===== src/rtl/vic20_loader_cfg.svh =====
// VIC-20 loader configuration
`ifndef VIC20_LOADER_CFG_SVH
`define VIC20_LOADER_CFG_SVH

// ==================
// Tape buffer
// ==================

// Buffer depth in bytes and matching index width
`define VIC_TAP_DEPTH 256
`define VIC_TAP_AW 8

// Header byte carrying the TAP version in bit 0
`define VIC_TAP_VERSION_OFS 12

// ==================
// PRG placement
// ==================

// Cartridge slot used when the image has no load address
`define VIC_CART_BASE 16'hA000
// Load address stops here so the ROMs above stay intact
`define VIC_CART_LAST 16'hBFFF

// Last step of the BASIC pointer injection sequence
`define VIC_INJECT_LAST 31

`endif


===== src/rtl/loader_pkg.sv =====
// Download and memory write types
package loader_pkg;

    // One beat of the download port
    typedef struct packed {
        logic        download;
        logic [7:0]  index;
        logic        wr;
        logic [24:0] addr;
        logic [7:0]  dout;
    } ioctl_t;

    // Media kind carried by the download index
    typedef enum logic [1:0] {
        MEDIA_NONE,
        MEDIA_ROM,
        MEDIA_PRG,
        MEDIA_TAP
    } media_e;

    // Memory write leaving the loader
    typedef struct packed {
        logic [22:0] addr;
        logic [7:0]  data;
        logic        internal;   // core memory, not external RAM
    } mem_write_t;

    function automatic media_e media_of(input logic [7:0] index);
        case (index)
            8'h00:        return MEDIA_ROM;
            8'h01, 8'h41: return MEDIA_PRG;
            8'h81:        return MEDIA_TAP;
            default:      return MEDIA_NONE;
        endcase
    endfunction

endpackage


===== src/rtl/tape_pkg.sv =====
// Tape buffer and tape byte types
`include "vic20_loader_cfg.svh"

package tape_pkg;

    // Index into the tape buffer
    typedef logic [`VIC_TAP_AW-1:0] tap_addr_t;

    // Byte written into the tape buffer
    typedef struct packed {
        tap_addr_t   addr;
        logic [7:0]  data;
    } tap_write_t;

    // Byte handed to the cassette player
    typedef struct packed {
        logic [7:0]  data;
        logic        version;
    } tape_byte_t;

endpackage


===== src/rtl/download_loader.sv =====
// Download loader
`timescale 1ns/1ps
`include "vic20_loader_cfg.svh"

module download_loader (
    input  logic                   clk_sys_i,
    input  logic                   reset_i,
    input  loader_pkg::ioctl_t     dl_i,
    input  logic                   crt_no_load_addr_i,
    output logic                   mem_we_o,
    output loader_pkg::mem_write_t mem_wr_o,
    output logic                   force_reset_o,
    output logic                   tap_we_o,
    output tape_pkg::tap_write_t   tap_wr_o,
    output logic                   tap_active_o,
    output logic                   tap_version_o
);

    loader_pkg::media_e     media;
    loader_pkg::mem_write_t rom_rec;
    loader_pkg::mem_write_t prg_rec;
    loader_pkg::mem_write_t mem_next;
    logic                   rom_hit;
    logic                   prg_dl;
    logic                   prg_dl_q;
    logic                   prg_wr;
    logic                   prg_data;
    logic [15:0]            prg_ptr;
    logic [15:0]            prg_target;
    logic [15:0]            prg_end;
    logic                   auto_reset;
    logic [4:0]             inject_step;
    logic [4:0]             inject_next;
    logic                   inject_fire;
    logic                   mem_sel;

    // Targets served by core memory instead of external RAM
    function automatic logic prg_internal(input logic [15:0] a);
        return (a < 16'h0400) || (a[15:12] == 4'h1) || (a[15:10] == 6'b100101);
    endfunction

    function automatic logic [15:0] inject_addr(input logic [2:0] slot);
        case (slot)
            3'd0:    return 16'h002D;
            3'd1:    return 16'h002E;
            3'd2:    return 16'h002F;
            3'd3:    return 16'h0030;
            3'd4:    return 16'h0031;
            3'd5:    return 16'h0032;
            3'd6:    return 16'h00AE;
            default: return 16'h00AF;
        endcase
    endfunction

    assign media        = loader_pkg::media_of(dl_i.index);
    assign prg_dl       = dl_i.download && (media == loader_pkg::MEDIA_PRG);
    assign prg_wr       = prg_dl && dl_i.wr;
    assign tap_active_o = dl_i.download && (media == loader_pkg::MEDIA_TAP);

    // ==================
    // Address mapping
    // ==================

    always_comb begin
        rom_hit          = 1'b1;
        rom_rec.data     = dl_i.dout;
        rom_rec.internal = 1'b0;
        case (dl_i.addr[15:13])
            3'b000, 3'b001: rom_rec.addr = 23'(dl_i.addr[13:0]);
            3'b010:         rom_rec.addr = 23'h0E000 + 23'(dl_i.addr[12:0]);
            3'b011:         rom_rec.addr = 23'h1E000 + 23'(dl_i.addr[12:0]);
            3'b100:         rom_rec.addr = 23'h0C000 + 23'(dl_i.addr[12:0]);
            3'b101: begin
                // Character ROM lives inside the core
                rom_rec.addr     = 23'h08000 + 23'(dl_i.addr[11:0]);
                rom_rec.internal = 1'b1;
            end
            default: begin
                rom_rec.addr = '0;
                rom_hit      = 1'b0;
            end
        endcase
    end

    // Header bytes 0 and 1 carry the load address
    assign prg_data   = crt_no_load_addr_i || (dl_i.addr > 25'd1);
    assign prg_target = (crt_no_load_addr_i && dl_i.addr == 25'd0) ? `VIC_CART_BASE : prg_ptr;

    assign prg_rec.addr     = 23'(prg_target);
    assign prg_rec.data     = dl_i.dout;
    assign prg_rec.internal = prg_internal(prg_target);

    // Step counter starts at the falling edge of a PRG download
    always_comb begin
        if (prg_dl_q && !prg_dl) begin
            inject_next = 5'd1;
        end else if (inject_step == 5'(`VIC_INJECT_LAST) || inject_step == 5'd0) begin
            inject_next = 5'd0;
        end else begin
            inject_next = inject_step + 5'd1;
        end
    end

    // Odd steps 1 to 15 write the pointer bytes
    assign inject_fire = inject_next[0] && !inject_next[4];

    always_comb begin
        mem_sel  = 1'b1;
        mem_next = '0;
        if (inject_fire) begin
            mem_next.addr     = 23'(inject_addr(inject_next[3:1]));
            mem_next.data     = inject_next[1] ? prg_end[15:8] : prg_end[7:0];
            mem_next.internal = 1'b1;
        end else if (dl_i.download && dl_i.wr && media == loader_pkg::MEDIA_ROM && rom_hit) begin
            mem_next = rom_rec;
        end else if (prg_wr && prg_data) begin
            mem_next = prg_rec;
        end else begin
            mem_sel = 1'b0;
        end
    end

    // ==================
    // Control state
    // ==================

    always_ff @(posedge clk_sys_i) begin
        if (reset_i) begin
            prg_dl_q      <= 1'b0;
            inject_step   <= 5'd0;
            auto_reset    <= 1'b0;
            mem_we_o      <= 1'b0;
            force_reset_o <= 1'b0;
            tap_we_o      <= 1'b0;
            tap_version_o <= 1'b0;
        end else begin
            prg_dl_q      <= prg_dl;
            inject_step   <= inject_next;
            mem_we_o      <= mem_sel;
            force_reset_o <= 1'b0;
            tap_we_o      <= tap_active_o && dl_i.wr && (dl_i.addr < 25'(`VIC_TAP_DEPTH));
            if (prg_wr && prg_data && prg_target == `VIC_CART_BASE) begin
                auto_reset <= 1'b1;
            end
            if (inject_next == 5'(`VIC_INJECT_LAST)) begin
                force_reset_o <= auto_reset;
                auto_reset    <= 1'b0;
            end
            if (tap_active_o && dl_i.wr && dl_i.addr == 25'(`VIC_TAP_VERSION_OFS)) begin
                tap_version_o <= dl_i.dout[0];
            end
        end
    end

    // Payload and load pointer
    always_ff @(posedge clk_sys_i) begin
        if (mem_sel) begin
            mem_wr_o <= mem_next;
        end
        tap_wr_o.addr <= dl_i.addr[`VIC_TAP_AW-1:0];
        tap_wr_o.data <= dl_i.dout;
        if (prg_wr) begin
            if (!prg_data && dl_i.addr == 25'd0) begin
                prg_ptr[7:0] <= dl_i.dout;
            end else if (!prg_data) begin
                prg_ptr[15:8] <= dl_i.dout;
            end else begin
                prg_ptr <= (prg_target == `VIC_CART_LAST) ? `VIC_CART_LAST : prg_target + 16'd1;
                prg_end <= prg_target + 16'd1;
            end
        end
    end

endmodule


===== src/rtl/tape_buffer.sv =====
// Tape byte buffer
`timescale 1ns/1ps
`include "vic20_loader_cfg.svh"

module tape_buffer (
    input  logic                 clk_sys_i,
    input  logic                 reset_i,
    input  logic                 we_i,
    input  tape_pkg::tap_write_t wr_i,
    input  tape_pkg::tap_addr_t  rd_addr_i,
    output logic [7:0]           rd_data_o,
    output logic [`VIC_TAP_AW:0] fill_o
);

    logic [7:0]           mem [`VIC_TAP_DEPTH];
    logic [`VIC_TAP_AW:0] wr_count;

    // Bytes covered once this write lands
    assign wr_count = {1'b0, wr_i.addr} + 1'b1;

    // Storage with registered read port
    always_ff @(posedge clk_sys_i) begin
        if (we_i) begin
            mem[wr_i.addr] <= wr_i.data;
        end
        rd_data_o <= mem[rd_addr_i];
    end

    // Fill level
    always_ff @(posedge clk_sys_i) begin
        if (reset_i) begin
            fill_o <= '0;
        end else if (we_i) begin
            if (wr_i.addr == '0) begin
                // Index 0 starts a new image
                fill_o <= {{`VIC_TAP_AW{1'b0}}, 1'b1};
            end else if (wr_count > fill_o) begin
                fill_o <= wr_count;
            end
        end
    end

endmodule


===== src/rtl/tape_fetch.sv =====
// Tape byte fetcher
`timescale 1ns/1ps
`include "vic20_loader_cfg.svh"

module tape_fetch (
    input  logic                 clk_sys_i,
    input  logic                 reset_i,
    input  logic                 p2_h_i,
    input  logic                 tap_active_i,
    input  logic                 tap_version_i,
    input  logic [`VIC_TAP_AW:0] fill_i,
    input  logic                 wrfull_i,
    output tape_pkg::tap_addr_t  rd_addr_o,
    input  logic [7:0]           rd_data_i,
    output logic                 tap_wrreq_o,
    output tape_pkg::tape_byte_t tap_o,
    output logic                 tap_reset_o
);

    logic                 p2_q;
    logic                 p2_fall;
    logic                 p2_rise;
    logic                 armed;
    logic [`VIC_TAP_AW:0] play_ptr;

    assign p2_fall   = p2_q && !p2_h_i;
    assign p2_rise   = !p2_q && p2_h_i;
    assign rd_addr_o = play_ptr[`VIC_TAP_AW-1:0];

    // ==================
    // Fetch control
    // ==================

    always_ff @(posedge clk_sys_i) begin
        p2_q <= p2_h_i;
        if (reset_i || tap_active_i) begin
            // Rewind while a new image is loading
            play_ptr    <= '0;
            armed       <= 1'b0;
            tap_wrreq_o <= 1'b0;
            tap_reset_o <= 1'b1;
        end else begin
            tap_reset_o <= 1'b0;
            tap_wrreq_o <= 1'b0;
            // Player full holds off new fetches only
            if (p2_fall && play_ptr < fill_i && !wrfull_i) begin
                armed <= 1'b1;
            end
            if (p2_rise && armed) begin
                tap_wrreq_o <= 1'b1;
                armed       <= 1'b0;
                play_ptr    <= play_ptr + 1'b1;
            end
        end
    end

    // Byte is captured during the low phase
    always_ff @(posedge clk_sys_i) begin
        if (armed && !p2_h_i) begin
            tap_o.data    <= rd_data_i;
            tap_o.version <= tap_version_i;
        end
    end

endmodule


===== src/rtl/vic20_loader_top.sv =====
// VIC-20 media loader top level
`timescale 1ns/1ps
`include "vic20_loader_cfg.svh"

module vic20_loader_top (
    input  logic                   clk_sys,
    input  logic                   reset,
    input  loader_pkg::ioctl_t     dl_i,
    input  logic                   crt_no_load_addr_i,
    input  logic                   p2_h_i,
    input  logic                   tap_wrfull_i,
    output logic                   mem_we_o,
    output loader_pkg::mem_write_t mem_wr_o,
    output logic                   force_reset_o,
    output logic                   tap_wrreq_o,
    output tape_pkg::tape_byte_t   tap_o,
    output logic                   tap_reset_o
);

    logic                 tap_we;
    tape_pkg::tap_write_t tap_wr;
    logic                 tap_active;
    logic                 tap_version;
    logic [`VIC_TAP_AW:0] tap_fill;
    tape_pkg::tap_addr_t  tap_rd_addr;
    logic [7:0]           tap_rd_data;

    // ==================
    // Download side
    // ==================

    download_loader u_loader (
        .clk_sys_i          (clk_sys),
        .reset_i            (reset),
        .dl_i               (dl_i),
        .crt_no_load_addr_i (crt_no_load_addr_i),
        .mem_we_o           (mem_we_o),
        .mem_wr_o           (mem_wr_o),
        .force_reset_o      (force_reset_o),
        .tap_we_o           (tap_we),
        .tap_wr_o           (tap_wr),
        .tap_active_o       (tap_active),
        .tap_version_o      (tap_version)
    );

    tape_buffer u_buffer (
        .clk_sys_i (clk_sys),
        .reset_i   (reset),
        .we_i      (tap_we),
        .wr_i      (tap_wr),
        .rd_addr_i (tap_rd_addr),
        .rd_data_o (tap_rd_data),
        .fill_o    (tap_fill)
    );

    // ==================
    // Player side
    // ==================

    tape_fetch u_fetch (
        .clk_sys_i     (clk_sys),
        .reset_i       (reset),
        .p2_h_i        (p2_h_i),
        .tap_active_i  (tap_active),
        .tap_version_i (tap_version),
        .fill_i        (tap_fill),
        .wrfull_i      (tap_wrfull_i),
        .rd_addr_o     (tap_rd_addr),
        .rd_data_i     (tap_rd_data),
        .tap_wrreq_o   (tap_wrreq_o),
        .tap_o         (tap_o),
        .tap_reset_o   (tap_reset_o)
    );

endmodule


===== config.mk =====
export PLATFORM = sky130hd
export DESIGN_NAME = vic20_loader_top
export DESIGN_NICKNAME = d
export VERILOG_FILES = /design/src/rtl/loader_pkg.sv /design/src/rtl/tape_pkg.sv /design/src/rtl/download_loader.sv /design/src/rtl/tape_buffer.sv /design/src/rtl/tape_fetch.sv /design/src/rtl/vic20_loader_top.sv
export VERILOG_INCLUDE_DIRS = /design/src /design/src/rtl
export SDC_FILE = /design/constraint.sdc
export NUM_CORES = 2
export LEC_CHECK = 0
export ABC_AREA = 0
export BUFFER_PORTS_ARGS = -buffer_cell sky130_fd_sc_hd__buf_2
export CORE_UTILIZATION = 40
export CTS_CLUSTER_DIAMETER = 60
export DETAILED_ROUTE_END_ITERATION = 6
export PLACE_DENSITY_LB_ADDON = 0.15
export SLEW_MARGIN = 20
export SYNTH_ARGS = -nofsm -noshare
export SYNTH_HDL_FRONTEND = slang
export SYNTH_SLANG_ARGS = --single-unit

===== constraint.sdc =====
create_clock -name clk_sys -period 9 [get_ports clk_sys]
set_input_delay 0.45 -clock clk_sys [delete_from_list [all_inputs] [get_ports clk_sys]]
set_output_delay 0.45 -clock clk_sys [all_outputs]
set_load 0.02 [all_outputs]

# Word level (Yosys, flattened, before mapping)
# Memories as Yosys holds them, arrays and structs flattened. A register that Yosys moved wholly into a read port is not among the register bits.
# Cells that the tools add are included.
[totals] regBits=122 ram_bits=2048 inputBits=48 output_inout_bits=45 wordCells=139 mem_count=1
[op_classes] addsub=8 magnitude_cmp=5 n_eq_ne=24 muxes=25 bitwise=2 reduce_logical=50
[memory_table] memory="u_buffer.mem" words=256 word_bits=8 read_ports=1 rd_clocked_by_memory_dff=1 wr=1 line="tape_buffer.sv:15" rtl="logic [7:0] mem [`VIC_TAP_DEPTH];"
[ops] operator="$pmux W23 S5" n=1
[ops] operator="$pmux W8 S7" n=1
[ops] operator="$mux W25" n=2
[ops] operator="$add A16 B13 Y17 const A" n=2
[ops] operator="$eq A16 B16 Y1 const B" n=2
[ops] operator="$mux W16" n=2
[ops] operator="$mux W32" n=1
[ops] operator="$mux W8" n=4
[ops] operator="$eq A25 B4 Y1 const B" n=1
[ops] operator="$gt A25 B1 Y1 const B" n=1
[ops] operator="$logic_not A25 Y1" n=1
[ops] operator="$lt A25 B9 Y1 const B" n=1
[ops] operator="$logic_and A1 B1 Y1" n=21
[ops] operator="$add A17 B13 Y18 const A" n=1
[ops] operator="$mux W9" n=2
[ops] operator="$add A16 B12 Y17 const A" n=1
[ops] operator="$add A16 B1 Y16 const B" n=1
[ops] operator="$logic_not A8 Y1" n=2
[ops] operator="$lt A16 B11 Y1 const B" n=1
[ops] operator="$eq A3 B3 Y1 const B" n=5
[ops] operator="$eq A3 B2 Y1 const B" n=4
[ops] operator="$eq A5 B5 Y1 const B" n=2
[ops] operator="$mux W5" n=2
[ops] operator="$reduce_or A2 Y1" n=5
[ops] operator="other kinds (24)" n=48

# Longest topological paths before layout
[logic_depth] depth_word=11 ltp_mapped=14

# By module
# From an unflattened synthesis, not the netlist that was laid out.
[hier_totals] cells_unflattened=4224 hier_area_um2=85012.8
[modules_own_cells] module="tape_buffer" instances=1 cells_each=3744 area_per_inst_um2=79801.5
[modules_own_cells] module="download_loader" instances=1 cells_each=380 area_per_inst_um2=4156.5
[modules_own_cells] module="tape_fetch" instances=1 cells_each=100 area_per_inst_um2=1054.8

# Least setup slack after synthesis
# OpenSTA, ideal clock, no wires.
[synth_path] path_type="register to register" start="register u_loader.tap_wr_o[0] (netlist bit)" end="memory u_buffer.mem[0][0] (data pin)" setup_ns=0.852 arrival_ns=3.382 path_slack_ns=4.766 stages_incl_launch_ff=1 n_path_buf=0 path_cell_list="dfxtp_1"
[synth_lines] element="start, declared" line="download_loader.sv:14" rtl="output tape_pkg::tap_write_t tap_wr_o,"
[synth_lines] element="end, declared" line="tape_buffer.sv:15"
# No word-level cell before the write port.

==> out/metrics.cfg <==
[die]
die_h_um = 463
start_util_pct = 40.4
num_rows = 168
fp.dieArea_mm2 = 0.214
num_io_pins = 93
core_area_mm2 = 0.210
die-width_um = 463

[global_routing]
antenna_found_initial = 16
grt_start_max_net_pins = 217
grtUsageTotal_pct = 22.7
grt_first_pass_wirelength_um = 344000
grt_overflow = 0
grt_pass1_vias = 43600

[synth]
ys_types = 78
ys_seq_area_share_pct = 76.0
synth-warning-count = 0
synthArstFlopShare_pct = 0
ys_ff_latch = 2172
synth_flop_cell = edfxtp_1
synthesis.instances = 4251
netlist.top_cell.by_area = edfxtp_1
synthDominantCellAreaShare_pct = 74.7
synth_edf_count = 2115
netlist_area_mm2 = 0.0850
syn_area_per_cell_um2 = 20.0
synthTopCellsByArea = edfxtp_1, mux4_2, mux2i_1

[cts]
cts_buffer_depth = 3
cts_resized = 0
clkSinkCount = 2172
clk_pin_slew_ps = 60
cts_buffers = 224
cts_tree = built
cts_max_level = 4
insertion_delay_ps = 860
cts_root_buf = clkbuf_16

[pwr]
clockPowerShare_pct = 44.1
internal-power_w = 0.0163
swShare_pct = 20.6
switchingPower_w = 0.00425
peakVddDrop_mv = 0.206
p_leak_nw = 28.9
power_w = 0.0206
sequentialPowerShare_pct = 54.3
p_comb_share_pct = 1.6
p_per_area_mw_per_mm2 = 214

[drt]
drc = 0
dr.pass1.iters = 5
met1_length_um = 105000
drt_iter0_drc = 4776
via_per_inst = 5.82
routed-wl-met3_um = 16700
ant_nets = 0
vias = 43300
routed_wl_um = 244000
routedWlPerCell_um = 32.8
top_layer = met5
dr_wl_met2_um = 117000

[critical_path]
required_ps = 9700
endpoint_kind = register
cp-start-kind = register
cpPeakStageDelay_ps = 780
crit_arrival_ps = 5560
cp_max_fo = 108
cp_slowest_cell = dfxtp_4
crit_type = register to register
cp_cell_sequence = buf_4, buf_12, mux4_2, a22o_1, a211oi_1, a211oi_1, or3_1, a21oi_1, a211oi_1
cpMostUsedCell = a211oi_1

[sta]
final-hold-violation-count = 0
rsz0062_at_grt = false
tightest_slew_ps = 1240
maxSlewHeadroom_pct = 16.7
post-route-min-period_ps = 4860
post-route-period-util_pct = 54.0
worst_clock_skew_ps = 34.1
setup_violations = 0
drv_slew = 0
setup_tns_ps = 0
fmax_ghz = 0.206

[placement]
portBuffers = 86
dp_hpwl_um = 147000
gp_congestion = 0.816

[outcome]
outcome = finished clean

[job]
drv_cap = 0

[layout]
syn2layout_area_growth_pct = 13.3
drive_above_1_share_pct = 22.5
final_cell_mix = edfxtp_1, mux4_2, nor2_1, clkbuf_16, mux2i_1
fin_nets = 4516
final_common_cell = edfxtp_1

[hold_path]
hold_class = input pin to register

==> per-stage QoR <==
stage	area (um^2)	setup slack [ps]	std cells	utilization (%)	hold WS, ps
floorplan	85000	4770	4256	-	386
global placement	88800	4150	6992	42.2	425
detailed placement	88800	4180	6993	42.2	431
CTS	96300	4160	7437	45.8	15.2
global route	96300	4010	7439	45.8	47.2
finish	96300	4140	7440	45.8	93.9
==> flip-flops by register name (all words and copies together) (netlist names) <==
signal	cells
u_buffer.mem	2048
u_loader.mem_wr_o	26
u_loader.prg_end	16
u_loader.prg_ptr	16
u_loader.tap_wr_o	16
u_buffer.fill_o	9
u_fetch.play_ptr	9
u_fetch.tap_o	9
u_buffer.rd_data_o	8
u_loader.inject_step	5
u_fetch.armed	1
u_fetch.p2_q	1
u_fetch.tap_reset_o	1
u_fetch.tap_wrreq_o	1
u_loader.auto_reset	1
u_loader.force_reset_o	1
u_loader.mem_we_o	1
u_loader.prg_dl_q	1
u_loader.tap_version_o	1
u_loader.tap_we_o	1
==> logic make-up after synthesis <==
family                   share of synthesized area, %
AO/OA/AOI/OAI                                    3.53
XOR/XNOR                                        0.319
adder cells (fa/ha/maj)                         0.383
buffers and inverters                            1.58
flip-flops                                       76.0
multiplexers                                     14.7
other                                         0.00441
AND/OR/NAND/NOR                                  3.43
==> critical path, delay by kind of cell (launching register included) <==
| kind | cells | cell delay [ps] |
|---|---|---|
| multiplexers | 1 | 410 |
| flip-flops | 1 | 780 |
| buffers and inverters | 2 | 1310 |
| AND/OR/NAND/NOR | 1 | 490 |
| AO/OA/AOI/OAI | 5 | 1430 |
==> power groups by stage <==
stage / clock (W) / combinational (W) / sequential (W)
floorplan: 0 / 0.0000902 / 0.0115
global placement: 0 / 0.000314 / 0.0114
detailed placement: 0 / 0.000327 / 0.0114
CTS: 0.00924 / 0.000335 / 0.0112
global route: 0.00962 / 0.000356 / 0.0112
finish: 0.00909 / 0.000333 / 0.0112
==> cell type report <==
type	count	area [um^2]
multi-input combinational	1803	19200
tap	2805	3510
timing repair buffer	218	1650
fill	17800	114000
clock buffer	300	6010
antenna	3	7.51
sequential	2172	64700
clock inverter	116	1150
inverter	23	87.6
==> layer usage <==
metal	vias to the layer above	track usage, %
met1	23400	32.3
met5	-	0
li1	18000	-
met3	295	3.88
met2	1582	36.1
met4	4	6.19
==> synth_stat cells (all sizes together) (10+ instances only) <==
library cell,number
a2111oi,15
a211oi,33
a21oi,92
a221oi,24
a22o,19
a22oi,62
a311oi,10
a31oi,13
and3,16
buf,130
clkbuf,127
dfxtp,57
edfxtp,2115
ha,26
inv,23
mux2,11
mux2i,172
mux4,473
nand2,115
nand2b,15
nand3,45
nand4,14
nor2,352
nor2b,21
nor3,19
nor4,14
o211ai,11
o21ai,48
o221ai,34
o22ai,26
xnor2,16
xor2,15
==> worst paths after layout <==
path | to | start | slack (ps) | cells past startpoint
worst max-delay path | u_buffer.rd_data_o[4] | u_fetch.play_ptr[1] | 4140 | 9
worst min-delay path | u_loader.tap_we_o | dl_i[33] | 90 | 3
worst max register to register | u_buffer.rd_data_o[4] | u_fetch.play_ptr[1] | 4140 | 9
worst min register to register | u_fetch.tap_o[0] | u_loader.tap_version_o | 440 | 0
==> timing repair <==
item / in CTS / in global routing
hold buffers: 28 / 0
hold endpoints to repair: 51 / 0
setup buffers: 0 / 0
Power figures use the tool's default switching activity.
